==> config.mk <==
export PLATFORM = sky130hd
export DESIGN_NAME = rv_core
export DESIGN_NICKNAME = d
export VERILOG_FILES = /design/src/source/rv_isa_pkg.sv /design/src/source/rv_pipe_pkg.sv /design/src/source/hazard_if.sv /design/src/source/decode_stage.sv /design/src/source/execute_stage.sv /design/src/source/fetch_stage.sv /design/src/source/hazard_unit.sv /design/src/source/memory_stage.sv /design/src/source/rv_core.sv
export SDC_FILE = /design/constraint.sdc
export NUM_CORES = 2
export LEC_CHECK = 0
export BUFFER_PORTS_ARGS = -buffer_cell sky130_fd_sc_hd__buf_2
export CAP_MARGIN = 20
export CORE_MARGIN = 3
export CORE_UTILIZATION = 40
export DETAILED_ROUTE_END_ITERATION = 16
export GPL_TIMING_DRIVEN = 0
export HOLD_SLACK_MARGIN = 0.06
export PLACE_DENSITY = 0.6
export SETUP_SLACK_MARGIN = 0.3
export SYNTH_ARGS = -nofsm -noshare
export SYNTH_HDL_FRONTEND = slang
export SYNTH_SLANG_ARGS = --single-unit
==> constraint.sdc <==
create_clock -name clk_i -period 10.8 [get_ports clk_i]
set_input_delay 0 -clock clk_i [delete_from_list [all_inputs] [get_ports clk_i]]
set_output_delay 0 -clock clk_i [all_outputs]
set_load 0.005 [all_outputs]
==> src/source/rv_isa_pkg.sv <==
package rv_isa_pkg;

  localparam int XLEN       = 32;
  localparam int REG_ADDR_W = 5;

  // major opcodes of the supported subset
  typedef enum logic [6:0] {
    OPC_LOAD   = 7'b0000011,
    OPC_OP_IMM = 7'b0010011,
    OPC_STORE  = 7'b0100011,
    OPC_OP     = 7'b0110011,
    OPC_BRANCH = 7'b1100011,
    OPC_JAL    = 7'b1101111
  } opcode_t;

  typedef enum logic [2:0] {
    ALU_ADD,
    ALU_SUB,
    ALU_AND,
    ALU_OR,
    ALU_XOR,
    ALU_SLT
  } alu_op_t;

  localparam logic [2:0] FUNCT3_ADD_SUB = 3'b000;
  localparam logic [2:0] FUNCT3_SLT     = 3'b010;
  localparam logic [2:0] FUNCT3_XOR     = 3'b100;
  localparam logic [2:0] FUNCT3_OR      = 3'b110;
  localparam logic [2:0] FUNCT3_AND     = 3'b111;
  localparam logic [2:0] FUNCT3_BEQ     = 3'b000;
  localparam logic [2:0] FUNCT3_BNE     = 3'b001;
  localparam logic [6:0] FUNCT7_ALT     = 7'b0100000;

  // addi x0, x0, 0
  localparam logic [XLEN-1:0] NOP_INSN = 32'h0000_0013;

endpackage

==> src/source/rv_pipe_pkg.sv <==
package rv_pipe_pkg;

  // operand source in execute
  typedef enum logic [1:0] {
    FWD_NONE,
    FWD_MEM,
    FWD_WB
  } fwd_sel_t;

  typedef struct packed {
    logic                              valid;
    logic [rv_isa_pkg::XLEN-1:0]       pc;
    logic [rv_isa_pkg::XLEN-1:0]       insn;
  } if_id_t;

  typedef struct packed {
    logic                              valid;
    logic [rv_isa_pkg::XLEN-1:0]       pc;
    logic [rv_isa_pkg::REG_ADDR_W-1:0] rs1_addr;
    logic [rv_isa_pkg::REG_ADDR_W-1:0] rs2_addr;
    logic [rv_isa_pkg::REG_ADDR_W-1:0] rd_addr;
    logic [rv_isa_pkg::XLEN-1:0]       rs1_data;
    logic [rv_isa_pkg::XLEN-1:0]       rs2_data;
    logic [rv_isa_pkg::XLEN-1:0]       imm;
    rv_isa_pkg::alu_op_t               alu_op;
    logic                              use_imm;
    logic                              is_load;
    logic                              is_store;
    logic                              is_branch;
    logic                              is_bne;
    logic                              is_jal;
    logic                              rd_write;
  } id_ex_t;

  typedef struct packed {
    logic                              valid;
    logic [rv_isa_pkg::REG_ADDR_W-1:0] rd_addr;
    logic [rv_isa_pkg::XLEN-1:0]       result;
    logic [rv_isa_pkg::XLEN-1:0]       store_data;
    logic                              is_load;
    logic                              is_store;
    logic                              rd_write;
    logic                              jump_taken;
    logic [rv_isa_pkg::XLEN-1:0]       jump_target;
  } ex_mem_t;

  typedef struct packed {
    logic [rv_isa_pkg::REG_ADDR_W-1:0] rd_addr;
    logic [rv_isa_pkg::XLEN-1:0]       rd_wdata;
    logic                              rd_write;
  } mem_wb_t;

endpackage

==> src/source/hazard_if.sv <==
`timescale 1ns/1ps

interface hazard_if;

  // register indices seen by the hazard logic
  logic [rv_isa_pkg::REG_ADDR_W-1:0] id_rs1_addr;
  logic [rv_isa_pkg::REG_ADDR_W-1:0] id_rs2_addr;
  logic [rv_isa_pkg::REG_ADDR_W-1:0] ex_rs1_addr;
  logic [rv_isa_pkg::REG_ADDR_W-1:0] ex_rs2_addr;
  logic [rv_isa_pkg::REG_ADDR_W-1:0] ex_rd_addr;
  logic [rv_isa_pkg::REG_ADDR_W-1:0] mem_rd_addr;
  logic [rv_isa_pkg::REG_ADDR_W-1:0] wb_rd_addr;
  logic                              ex_is_load;
  logic                              mem_rd_write;
  logic                              mem_jump_taken;
  logic                              wb_rd_write;

  // controls
  logic                              if_id_stall;
  logic                              if_id_flush;
  logic                              id_ex_flush;
  logic                              ex_mem_flush;
  rv_pipe_pkg::fwd_sel_t             fwd_a;
  rv_pipe_pkg::fwd_sel_t             fwd_b;

  modport fetch (input if_id_stall, input if_id_flush);
  modport decode (output id_rs1_addr, output id_rs2_addr,
                  input if_id_stall, input id_ex_flush);
  modport execute (output ex_rs1_addr, output ex_rs2_addr, output ex_rd_addr,
                   output ex_is_load, input fwd_a, input fwd_b, input ex_mem_flush);
  modport memory (output mem_rd_addr, output mem_rd_write, output mem_jump_taken,
                  output wb_rd_addr, output wb_rd_write);
  modport hazard (input id_rs1_addr, input id_rs2_addr, input ex_rs1_addr,
                  input ex_rs2_addr, input ex_rd_addr, input ex_is_load,
                  input mem_rd_addr, input mem_rd_write, input mem_jump_taken,
                  input wb_rd_addr, input wb_rd_write,
                  output if_id_stall, output if_id_flush, output id_ex_flush,
                  output ex_mem_flush, output fwd_a, output fwd_b);

endinterface

==> src/source/decode_stage.sv <==
`timescale 1ns/1ps

module decode_stage (
  input  logic                 clk_i,
  input  logic                 rst_i,
  hazard_if.decode             hz,
  input  rv_pipe_pkg::if_id_t  if_id_i,
  input  rv_pipe_pkg::mem_wb_t wb_i,
  output rv_pipe_pkg::id_ex_t  id_ex_o
);

  localparam int XLEN = rv_isa_pkg::XLEN;

  logic [XLEN-1:0]     insn;
  logic [2:0]          funct3;
  logic                sub_sel;
  logic [XLEN-1:0]     imm_i;
  logic [XLEN-1:0]     imm_s;
  logic [XLEN-1:0]     imm_b;
  logic [XLEN-1:0]     imm_j;
  logic [XLEN-1:0]     regs [32];
  rv_pipe_pkg::id_ex_t id_ex_d;

  // ************************************************************
  // field split and immediates
  // ************************************************************
  assign insn    = if_id_i.insn;
  assign funct3  = insn[14:12];
  assign sub_sel = (insn[6:0] == rv_isa_pkg::OPC_OP) && (insn[31:25] == rv_isa_pkg::FUNCT7_ALT);
  assign imm_i   = {{20{insn[31]}}, insn[31:20]};
  assign imm_s   = {{20{insn[31]}}, insn[31:25], insn[11:7]};
  assign imm_b   = {{19{insn[31]}}, insn[31], insn[7], insn[30:25], insn[11:8], 1'b0};
  assign imm_j   = {{11{insn[31]}}, insn[31], insn[19:12], insn[20], insn[30:21], 1'b0};

  assign hz.id_rs1_addr = insn[19:15];
  assign hz.id_rs2_addr = insn[24:20];

  // ************************************************************
  // register file with writeback bypass into the read
  // ************************************************************
  always_ff @(posedge clk_i)
  begin
    if (wb_i.rd_write)
      regs[wb_i.rd_addr] <= wb_i.rd_wdata;
  end

  function automatic logic [XLEN-1:0] read_reg(input logic [4:0] addr);
    if (addr == 5'd0)
      return '0;
    else if (wb_i.rd_write && (wb_i.rd_addr == addr))
      return wb_i.rd_wdata;
    else
      return regs[addr];
  endfunction

  // ************************************************************
  // control decode
  // ************************************************************
  always_comb
  begin
    id_ex_d          = '0;
    id_ex_d.valid    = if_id_i.valid;
    id_ex_d.pc       = if_id_i.pc;
    id_ex_d.rs1_addr = insn[19:15];
    id_ex_d.rs2_addr = insn[24:20];
    id_ex_d.rd_addr  = insn[11:7];
    id_ex_d.rs1_data = read_reg(insn[19:15]);
    id_ex_d.rs2_data = read_reg(insn[24:20]);
    id_ex_d.imm      = imm_i;
    id_ex_d.alu_op   = rv_isa_pkg::ALU_ADD;
    if (if_id_i.valid)
    begin
      case (rv_isa_pkg::opcode_t'(insn[6:0]))
        rv_isa_pkg::OPC_OP, rv_isa_pkg::OPC_OP_IMM:
        begin
          id_ex_d.use_imm  = (insn[6:0] == rv_isa_pkg::OPC_OP_IMM);
          id_ex_d.rd_write = 1'b1;
          case (funct3)
            rv_isa_pkg::FUNCT3_ADD_SUB:
              id_ex_d.alu_op = sub_sel ? rv_isa_pkg::ALU_SUB : rv_isa_pkg::ALU_ADD;
            rv_isa_pkg::FUNCT3_SLT: id_ex_d.alu_op = rv_isa_pkg::ALU_SLT;
            rv_isa_pkg::FUNCT3_XOR: id_ex_d.alu_op = rv_isa_pkg::ALU_XOR;
            rv_isa_pkg::FUNCT3_OR:  id_ex_d.alu_op = rv_isa_pkg::ALU_OR;
            rv_isa_pkg::FUNCT3_AND: id_ex_d.alu_op = rv_isa_pkg::ALU_AND;
            // shifts and sltu are outside the subset
            default: id_ex_d.rd_write = 1'b0;
          endcase
        end
        rv_isa_pkg::OPC_LOAD:
        begin
          id_ex_d.use_imm  = 1'b1;
          id_ex_d.is_load  = 1'b1;
          id_ex_d.rd_write = 1'b1;
        end
        rv_isa_pkg::OPC_STORE:
        begin
          id_ex_d.use_imm  = 1'b1;
          id_ex_d.is_store = 1'b1;
          id_ex_d.imm      = imm_s;
        end
        rv_isa_pkg::OPC_BRANCH:
        begin
          id_ex_d.imm       = imm_b;
          id_ex_d.is_bne    = (funct3 == rv_isa_pkg::FUNCT3_BNE);
          id_ex_d.is_branch = (funct3 == rv_isa_pkg::FUNCT3_BEQ) ||
                              (funct3 == rv_isa_pkg::FUNCT3_BNE);
        end
        rv_isa_pkg::OPC_JAL:
        begin
          id_ex_d.imm      = imm_j;
          id_ex_d.is_jal   = 1'b1;
          id_ex_d.rd_write = 1'b1;
        end
        default: ;
      endcase
    end
  end

  // a load-use hold leaves a bubble in ID/EX
  always_ff @(posedge clk_i)
  begin
    if (rst_i || hz.id_ex_flush || hz.if_id_stall)
    begin
      id_ex_o.valid     <= 1'b0;
      id_ex_o.is_load   <= 1'b0;
      id_ex_o.is_store  <= 1'b0;
      id_ex_o.is_branch <= 1'b0;
      id_ex_o.is_jal    <= 1'b0;
      id_ex_o.rd_write  <= 1'b0;
    end
    else
      id_ex_o <= id_ex_d;
  end

endmodule

==> src/source/execute_stage.sv <==
`timescale 1ns/1ps

module execute_stage (
  input  logic                 clk_i,
  input  logic                 rst_i,
  hazard_if.execute            hz,
  input  rv_pipe_pkg::id_ex_t  id_ex_i,
  input  logic [31:0]          mem_result_i,
  input  rv_pipe_pkg::mem_wb_t wb_i,
  output rv_pipe_pkg::ex_mem_t ex_mem_o
);

  logic [31:0] op_a;
  logic [31:0] op_b;
  logic [31:0] src_b;
  logic [31:0] alu_result;
  logic        operands_eq;
  logic        branch_cond;
  logic        jump_taken;

  assign hz.ex_rs1_addr = id_ex_i.rs1_addr;
  assign hz.ex_rs2_addr = id_ex_i.rs2_addr;
  assign hz.ex_rd_addr  = id_ex_i.rd_addr;
  assign hz.ex_is_load  = id_ex_i.is_load;

  function automatic logic [31:0] pick(input rv_pipe_pkg::fwd_sel_t sel,
                                       input logic [31:0] reg_data);
    case (sel)
      rv_pipe_pkg::FWD_MEM: return mem_result_i;
      rv_pipe_pkg::FWD_WB:  return wb_i.rd_wdata;
      default:              return reg_data;
    endcase
  endfunction

  // forwarded operands
  // op_b also carries the store data
  always_comb
  begin
    op_a = pick(hz.fwd_a, id_ex_i.rs1_data);
    op_b = pick(hz.fwd_b, id_ex_i.rs2_data);
  end

  assign src_b = id_ex_i.use_imm ? id_ex_i.imm : op_b;

  always_comb
  begin
    case (id_ex_i.alu_op)
      rv_isa_pkg::ALU_SUB: alu_result = op_a - src_b;
      rv_isa_pkg::ALU_AND: alu_result = op_a & src_b;
      rv_isa_pkg::ALU_OR:  alu_result = op_a | src_b;
      rv_isa_pkg::ALU_XOR: alu_result = op_a ^ src_b;
      rv_isa_pkg::ALU_SLT: alu_result = {31'd0, $signed(op_a) < $signed(src_b)};
      default:             alu_result = op_a + src_b;
    endcase
  end

  // branch compare always uses the register operands
  assign operands_eq = (op_a == op_b);
  assign branch_cond = id_ex_i.is_bne ? !operands_eq : operands_eq;
  assign jump_taken  = id_ex_i.valid && (id_ex_i.is_jal || (id_ex_i.is_branch && branch_cond));

  // EX/MEM register
  // redirect resolves one stage later
  always_ff @(posedge clk_i)
  begin
    if (rst_i || hz.ex_mem_flush)
    begin
      ex_mem_o.valid      <= 1'b0;
      ex_mem_o.is_load    <= 1'b0;
      ex_mem_o.is_store   <= 1'b0;
      ex_mem_o.rd_write   <= 1'b0;
      ex_mem_o.jump_taken <= 1'b0;
    end
    else
    begin
      ex_mem_o.valid       <= id_ex_i.valid;
      ex_mem_o.rd_addr     <= id_ex_i.rd_addr;
      ex_mem_o.result      <= id_ex_i.is_jal ? id_ex_i.pc + 32'd4 : alu_result;
      ex_mem_o.store_data  <= op_b;
      ex_mem_o.is_load     <= id_ex_i.is_load;
      ex_mem_o.is_store    <= id_ex_i.is_store;
      ex_mem_o.rd_write    <= id_ex_i.rd_write;
      ex_mem_o.jump_taken  <= jump_taken;
      ex_mem_o.jump_target <= id_ex_i.pc + id_ex_i.imm;
    end
  end

endmodule

==> src/source/fetch_stage.sv <==
`timescale 1ns/1ps

module fetch_stage #(
  parameter logic [31:0] RESET_PC = 32'h0000_0000
) (
  input  logic                 clk_i,
  input  logic                 rst_i,
  hazard_if.fetch              hz,
  input  logic                 jump_taken_i,
  input  logic [31:0]          jump_target_i,
  input  logic [31:0]          imem_rdata_i,
  output logic [31:0]          imem_addr_o,
  output rv_pipe_pkg::if_id_t  if_id_o
);

  logic [31:0] pc_q;

  // redirect wins over a load-use hold
  always_ff @(posedge clk_i)
  begin
    if (rst_i)
      pc_q <= RESET_PC;
    else if (jump_taken_i)
      pc_q <= jump_target_i;
    else if (!hz.if_id_stall)
      pc_q <= pc_q + 32'd4;
  end

  assign imem_addr_o = pc_q;

  // IF/ID register fed straight from the instruction memory
  always_ff @(posedge clk_i)
  begin
    if (rst_i || hz.if_id_flush)
    begin
      if_id_o.valid <= 1'b0;
      if_id_o.insn  <= rv_isa_pkg::NOP_INSN;
    end
    else if (!hz.if_id_stall)
    begin
      if_id_o.valid <= 1'b1;
      if_id_o.pc    <= pc_q;
      if_id_o.insn  <= imem_rdata_i;
    end
  end

endmodule

==> src/source/hazard_unit.sv <==
`timescale 1ns/1ps

module hazard_unit (
  hazard_if.hazard hz
);

  logic load_use;

  // MEM result is younger, so it wins over WB
  function automatic rv_pipe_pkg::fwd_sel_t fwd_select(input logic [4:0] src);
    if (hz.mem_rd_write && (hz.mem_rd_addr != 5'd0) && (hz.mem_rd_addr == src))
      return rv_pipe_pkg::FWD_MEM;
    else if (hz.wb_rd_write && (hz.wb_rd_addr != 5'd0) && (hz.wb_rd_addr == src))
      return rv_pipe_pkg::FWD_WB;
    else
      return rv_pipe_pkg::FWD_NONE;
  endfunction

  always_comb
  begin
    hz.fwd_a = fwd_select(hz.ex_rs1_addr);
    hz.fwd_b = fwd_select(hz.ex_rs2_addr);
  end

  // load result exists only after the memory stage
  assign load_use = hz.ex_is_load && (hz.ex_rd_addr != 5'd0) &&
                    ((hz.ex_rd_addr == hz.id_rs1_addr) || (hz.ex_rd_addr == hz.id_rs2_addr));

  // ************************************************************
  // stall and flush
  // ************************************************************
  assign hz.if_id_stall  = load_use && !hz.mem_jump_taken;
  assign hz.if_id_flush  = hz.mem_jump_taken;
  assign hz.id_ex_flush  = hz.mem_jump_taken;
  assign hz.ex_mem_flush = hz.mem_jump_taken;

endmodule

==> src/source/memory_stage.sv <==
`timescale 1ns/1ps

module memory_stage (
  input  logic                 clk_i,
  input  logic                 rst_i,
  hazard_if.memory             hz,
  input  rv_pipe_pkg::ex_mem_t ex_mem_i,
  input  logic [31:0]          mem_rdata_i,
  output logic                 mem_valid_o,
  output logic                 mem_wen_o,
  output logic [31:0]          mem_addr_o,
  output logic [31:0]          mem_wdata_o,
  output logic [31:0]          mem_result_o,
  output logic                 jump_taken_o,
  output logic [31:0]          jump_target_o,
  output rv_pipe_pkg::mem_wb_t mem_wb_o
);

  // memory answers the data port in the same cycle
  assign mem_valid_o = ex_mem_i.valid && (ex_mem_i.is_load || ex_mem_i.is_store);
  assign mem_wen_o   = ex_mem_i.valid && ex_mem_i.is_store;
  assign mem_addr_o  = ex_mem_i.result;
  assign mem_wdata_o = ex_mem_i.store_data;

  assign mem_result_o  = ex_mem_i.result;
  assign jump_taken_o  = ex_mem_i.jump_taken;
  assign jump_target_o = ex_mem_i.jump_target;

  assign hz.mem_rd_addr    = ex_mem_i.rd_addr;
  assign hz.mem_rd_write   = ex_mem_i.valid && ex_mem_i.rd_write;
  assign hz.mem_jump_taken = ex_mem_i.jump_taken;
  assign hz.wb_rd_addr     = mem_wb_o.rd_addr;
  assign hz.wb_rd_write    = mem_wb_o.rd_write;

  always_ff @(posedge clk_i)
  begin
    if (rst_i)
      mem_wb_o.rd_write <= 1'b0;
    else
    begin
      mem_wb_o.rd_write <= ex_mem_i.valid && ex_mem_i.rd_write;
      mem_wb_o.rd_addr  <= ex_mem_i.rd_addr;
      mem_wb_o.rd_wdata <= ex_mem_i.is_load ? mem_rdata_i : ex_mem_i.result;
    end
  end

endmodule

==> src/source/rv_core.sv <==
`timescale 1ns/1ps

module rv_core #(
  parameter logic [31:0] RESET_PC = 32'h0000_0000
) (
  input  logic        clk_i,
  input  logic        rst_i,
  input  logic [31:0] imem_rdata_i,
  output logic [31:0] imem_addr_o,
  input  logic [31:0] mem_rdata_i,
  output logic        mem_valid_o,
  output logic        mem_wen_o,
  output logic [31:0] mem_addr_o,
  output logic [31:0] mem_wdata_o
);

  hazard_if hz ();

  rv_pipe_pkg::if_id_t  if_id;
  rv_pipe_pkg::id_ex_t  id_ex;
  rv_pipe_pkg::ex_mem_t ex_mem;
  rv_pipe_pkg::mem_wb_t mem_wb;

  logic [31:0] mem_result;
  logic        jump_taken;
  logic [31:0] jump_target;

  fetch_stage #(
    .RESET_PC(RESET_PC)
  ) fetch_stage_inst (
    .clk_i        (clk_i),
    .rst_i        (rst_i),
    .hz           (hz),
    .jump_taken_i (jump_taken),
    .jump_target_i(jump_target),
    .imem_rdata_i (imem_rdata_i),
    .imem_addr_o  (imem_addr_o),
    .if_id_o      (if_id)
  );

  decode_stage decode_stage_inst (
    .clk_i  (clk_i),
    .rst_i  (rst_i),
    .hz     (hz),
    .if_id_i(if_id),
    .wb_i   (mem_wb),
    .id_ex_o(id_ex)
  );

  execute_stage execute_stage_inst (
    .clk_i       (clk_i),
    .rst_i       (rst_i),
    .hz          (hz),
    .id_ex_i     (id_ex),
    .mem_result_i(mem_result),
    .wb_i        (mem_wb),
    .ex_mem_o    (ex_mem)
  );

  memory_stage memory_stage_inst (
    .clk_i        (clk_i),
    .rst_i        (rst_i),
    .hz           (hz),
    .ex_mem_i     (ex_mem),
    .mem_rdata_i  (mem_rdata_i),
    .mem_valid_o  (mem_valid_o),
    .mem_wen_o    (mem_wen_o),
    .mem_addr_o   (mem_addr_o),
    .mem_wdata_o  (mem_wdata_o),
    .mem_result_o (mem_result),
    .jump_taken_o (jump_taken),
    .jump_target_o(jump_target),
    .mem_wb_o     (mem_wb)
  );

  hazard_unit hazard_unit_inst (
    .hz(hz)
  );

endmodule

==> impl_metrics.yaml <==
detailed_routing:
  firstDrtPassIters: 6
  drc: 0
  drtIter0Drc: 7292
  wl_um: 281000
  drtAntennaViolNets: 0
  viasPerCell: 6.41
  dr_total_vias: 50700
  wl_per_cell_um: 35.5
power_and_ir_drop:
  p_sw_mw: 3.76
  ir_drop_v: 0.000167
  sw_frac_of_total: 0.274
  combPwrFrac: 0.148
  p_per_area_nw_per_um2: 163
  p_int_mw: 9.94
  power_frac_seq: 0.466
  p_clk_frac: 0.386
  p_leak_nw: 28.3
clock_network:
  htree_levels: 4
  cts_root_buf: "clkbuf_16"
  ctsResizeCount: 0
  path_clk_slew_ns: 0.07
  cts_tree: "yes"
  insertion_delay_ns: 0.83
  cts_buffer_depth: 3
  numCtsBuffers: 152
  clock_sinks: 1408
run_status:
  status: "completed"
grt:
  grt_pass1_wl_um: 385000
  overflow: 0
  grt_max_degree: 77
  grt.total_usage: 0.300
  grt_pass1_vias: 49000
  antenna_found_initial: 10
yosys:
  yosysMostFrequentCell: "edfxtp_1"
  synth_area_leaders: "edfxtp_1 (56%), mux4_2 (15%), mux2i_1 (2.9%), ha_1 (2.3%), dfxtp_1 (2.2%)"
  synth_edf_count: 1331
  syn-num-nets: 5072
  avgSynthCellArea_um2: 14.6
  async_reset_ff_frac: 0
  seq_area_frac_synth: 0.582
  netlist_top_cells_count: "edfxtp_1 (1,331), mux4_2 (478), nor2_1 (322)"
  yosys.area.top_type: "edfxtp_1"
  synth_cells: 4874
  yosysWarnings: 0
  synth_cell_types: 89
  synth_top_area_frac: 0.560
  ys_seq_elements: 1408
  netlist_area_um2: 71300
  ys.flop_type: "edfxtp_1"
worst_setup_path:
  r2r_setup_slack_ns: 4.01
  end_kind: "flip-flop"
  startpoint: "memory_stage_inst.hz.wb_rd_addr[3]"
  crit_end: "execute_stage_inst.ex_mem_o[99]"
  worstPathArrival_ns: 7.42
  crit_chain: "or3_1 > buf_2 > o311a_1 > and4_1 > clkbuf_1 > buf_2 > nand2_1 > a31o_2 > o21ai_0 > ha_1 > a21oi_1 > o21bai_1 > a21oi_1 > o31ai_1 > a21oi_1 > o21ai_1 > a21oi_1 > or4b_1 > a21oi_1 > a2bb2oi_1"
  path_class: "reg2reg"
  r2r_end: "execute_stage_inst.ex_mem_o[99]"
  cp_max_fo: 10
  r2r_cells: 20
  slowest_delay_ns: 0.94
  crit_top_cell: "a21oi_1"
  worstSetupStartpointType: "flip-flop"
  worst_ep_required_time_ns: 11.43
  r2r-start: "memory_stage_inst.hz.wb_rd_addr[3]"
  slowest_stage: "o31ai_1"
timing:
  rsz0062_at_grt: "no"
  drv_slew: 0
  skew_ns: 0.0739
  clock.fmax_mhz: 147
  tightest_slew_ns: 1.38
  finalCritPeriodShare: 0.629
  maxSlewHeadroom: 0.0824
  finalSetupViolations: 0
  whs_ns: 0.112
  layout_min_cycle_time_ns: 6.79
  finalHoldViolCount: 0
floorplanning:
  chipWidth_um: 428
  die_height_um: 428
  initial_core_util: 0.404
  ios: 164
  rows: 154
  core-area_um2: 177000
  die_area_um2: 183000
place:
  portBuffers: 162
  placed_cell_area_um2: 78100
  hpwl_um: 208000
  gp_congestion: 0.977
  dp.cells: 7504
flow_run:
  drv_cap: 0
layout:
  layout.cells.non_filler: 7909
  drive_gt1_frac: 0.241
  syn_to_final_growth_pct: 18.2
  final_area_um2: 84300
  nets: 5633
  post-route-util: 0.477
worst_hold_path:
  worstHoldPathType: "in2reg"
  holdCritStartpoint: "mem_rdata_i[1]"
[per-stage QoR]
| step | total power, mW | setup TNS, ns | setup slack, ns |
|---|---|---|---|
| after floorplan | 7.48 | 0 | 0.968 |
| after global placement | 8.30 | -537.07 | -4.34 |
| after detailed placement | 8.41 | 0 | 4.29 |
| after CTS | 13.7 | 0 | 4.22 |
| after global routing | 14.0 | 0 | 3.96 |
| final | 13.7 | 0 | 4.01 |
[cell families (layout without fill, tap and decap cells)]
kind of cell               after synthesis  in the layout  synth area share
muxes                                  776            776             0.194
AOI/OAI and AO/OA                      924            924            0.0869
buffers and inverters                  556           1246            0.0344
and+or+nand+nor                        903            903            0.0573
DFF                                   1408           1408             0.582
xor gates and xnor gates               175            175            0.0215
other                                    0              5                 0
adders and majority gates              132            132            0.0235
[worst min-delay path by stage]
stage                                                to  slack (ns)  cells after the start
after floorplan             fetch_stage_inst.if_id_o[0]        0.12                      2
after global placement      fetch_stage_inst.if_id_o[1]        0.22                      3
after detailed placement    fetch_stage_inst.if_id_o[1]        0.22                      3
after CTS                 memory_stage_inst.mem_wb_o[2]        0.06                      3
after global routing      memory_stage_inst.mem_wb_o[2]        0.09                      3
final                     memory_stage_inst.mem_wb_o[2]        0.11                      3
[per-layer routing]
layer	global-route usage	wire length [um]
met5	0	0
met4	0.186	20900
met3	0.0777	33100
met2	0.451	124000
met1	0.389	103000
[final cells by class]
| cell class | count | area, um2 |
|---|---|---|
| Fill cell | 15100 | 92400 |
| Sequential cell | 1408 | 41500 |
| Multi-Input combinational cell | 2910 | 27600 |
| Timing Repair Buffer | 407 | 4750 |
| Clock buffer | 185 | 4000 |
| Tap cell | 2340 | 2930 |
| Buffer | 409 | 1910 |
| Clock inverter | 98 | 1000 |
| Inverter | 147 | 557 |
| Antenna cell | 5 | 12.5 |
[flip-flops by register name, indices dropped and copies added (netlist names)]
register / count
fetch_stage_inst.if_id_o: 65
decode_stage_inst.regs: 1024
memory_stage_inst.mem_wb_o: 32
memory_stage_inst.hz.wb_rd_write: 1
fetch_stage_inst.imem_addr_o: 32
decode_stage_inst.id_ex_o: 143
execute_stage_inst.ex_mem_o: 106
memory_stage_inst.hz.wb_rd_addr: 5
[placed cells by master, fill, tap and decap left out, drive strengths merged, types with 29 or more instances in the layout]
cell            n
a211oi         97
a21o           29
a21oi         275
a221oi         51
a31o           40
buf           495
clkbuf        397
clkinv         76
dfxtp          77
dlygate4sd3   108
edfxtp       1331
ha            129
inv           155
mux2           94
mux2i         204
mux4          478
nand2         295
nand2b         39
nand3          45
nand4          29
nor2          322
nor3           45
o211ai         33
o21ai         120
o22ai          69
xnor2         121
xor2           54
[power groups by stage]
stage | sequential [mW] | combinational, mW | clock (mW)
finish | 6.38 | 2.03 | 5.28
global placement | 6.61 | 1.69 | 0
floorplan | 6.42 | 1.07 | 0
detailed placement | 6.49 | 1.92 | 0
global route | 6.38 | 2.11 | 5.55
CTS | 6.37 | 1.96 | 5.32
[critical path, delay by kind of cell, from the launching register on]
family,cells,cell delay (ns)
buffers and inverters,3,0.61
and+or+nand+nor,4,1.21
AOI/OAI and AO/OA,12,3.89
adders and majority gates,1,0.44
DFF,1,0.42
[repair_timing]
action | in CTS | in global routing
endpoints found under the hold margin | 103 | 0
setup buffers | 0 | 0
hold buffers | 108 | 0
No activity file was read; power rests on OpenSTA's default activity.
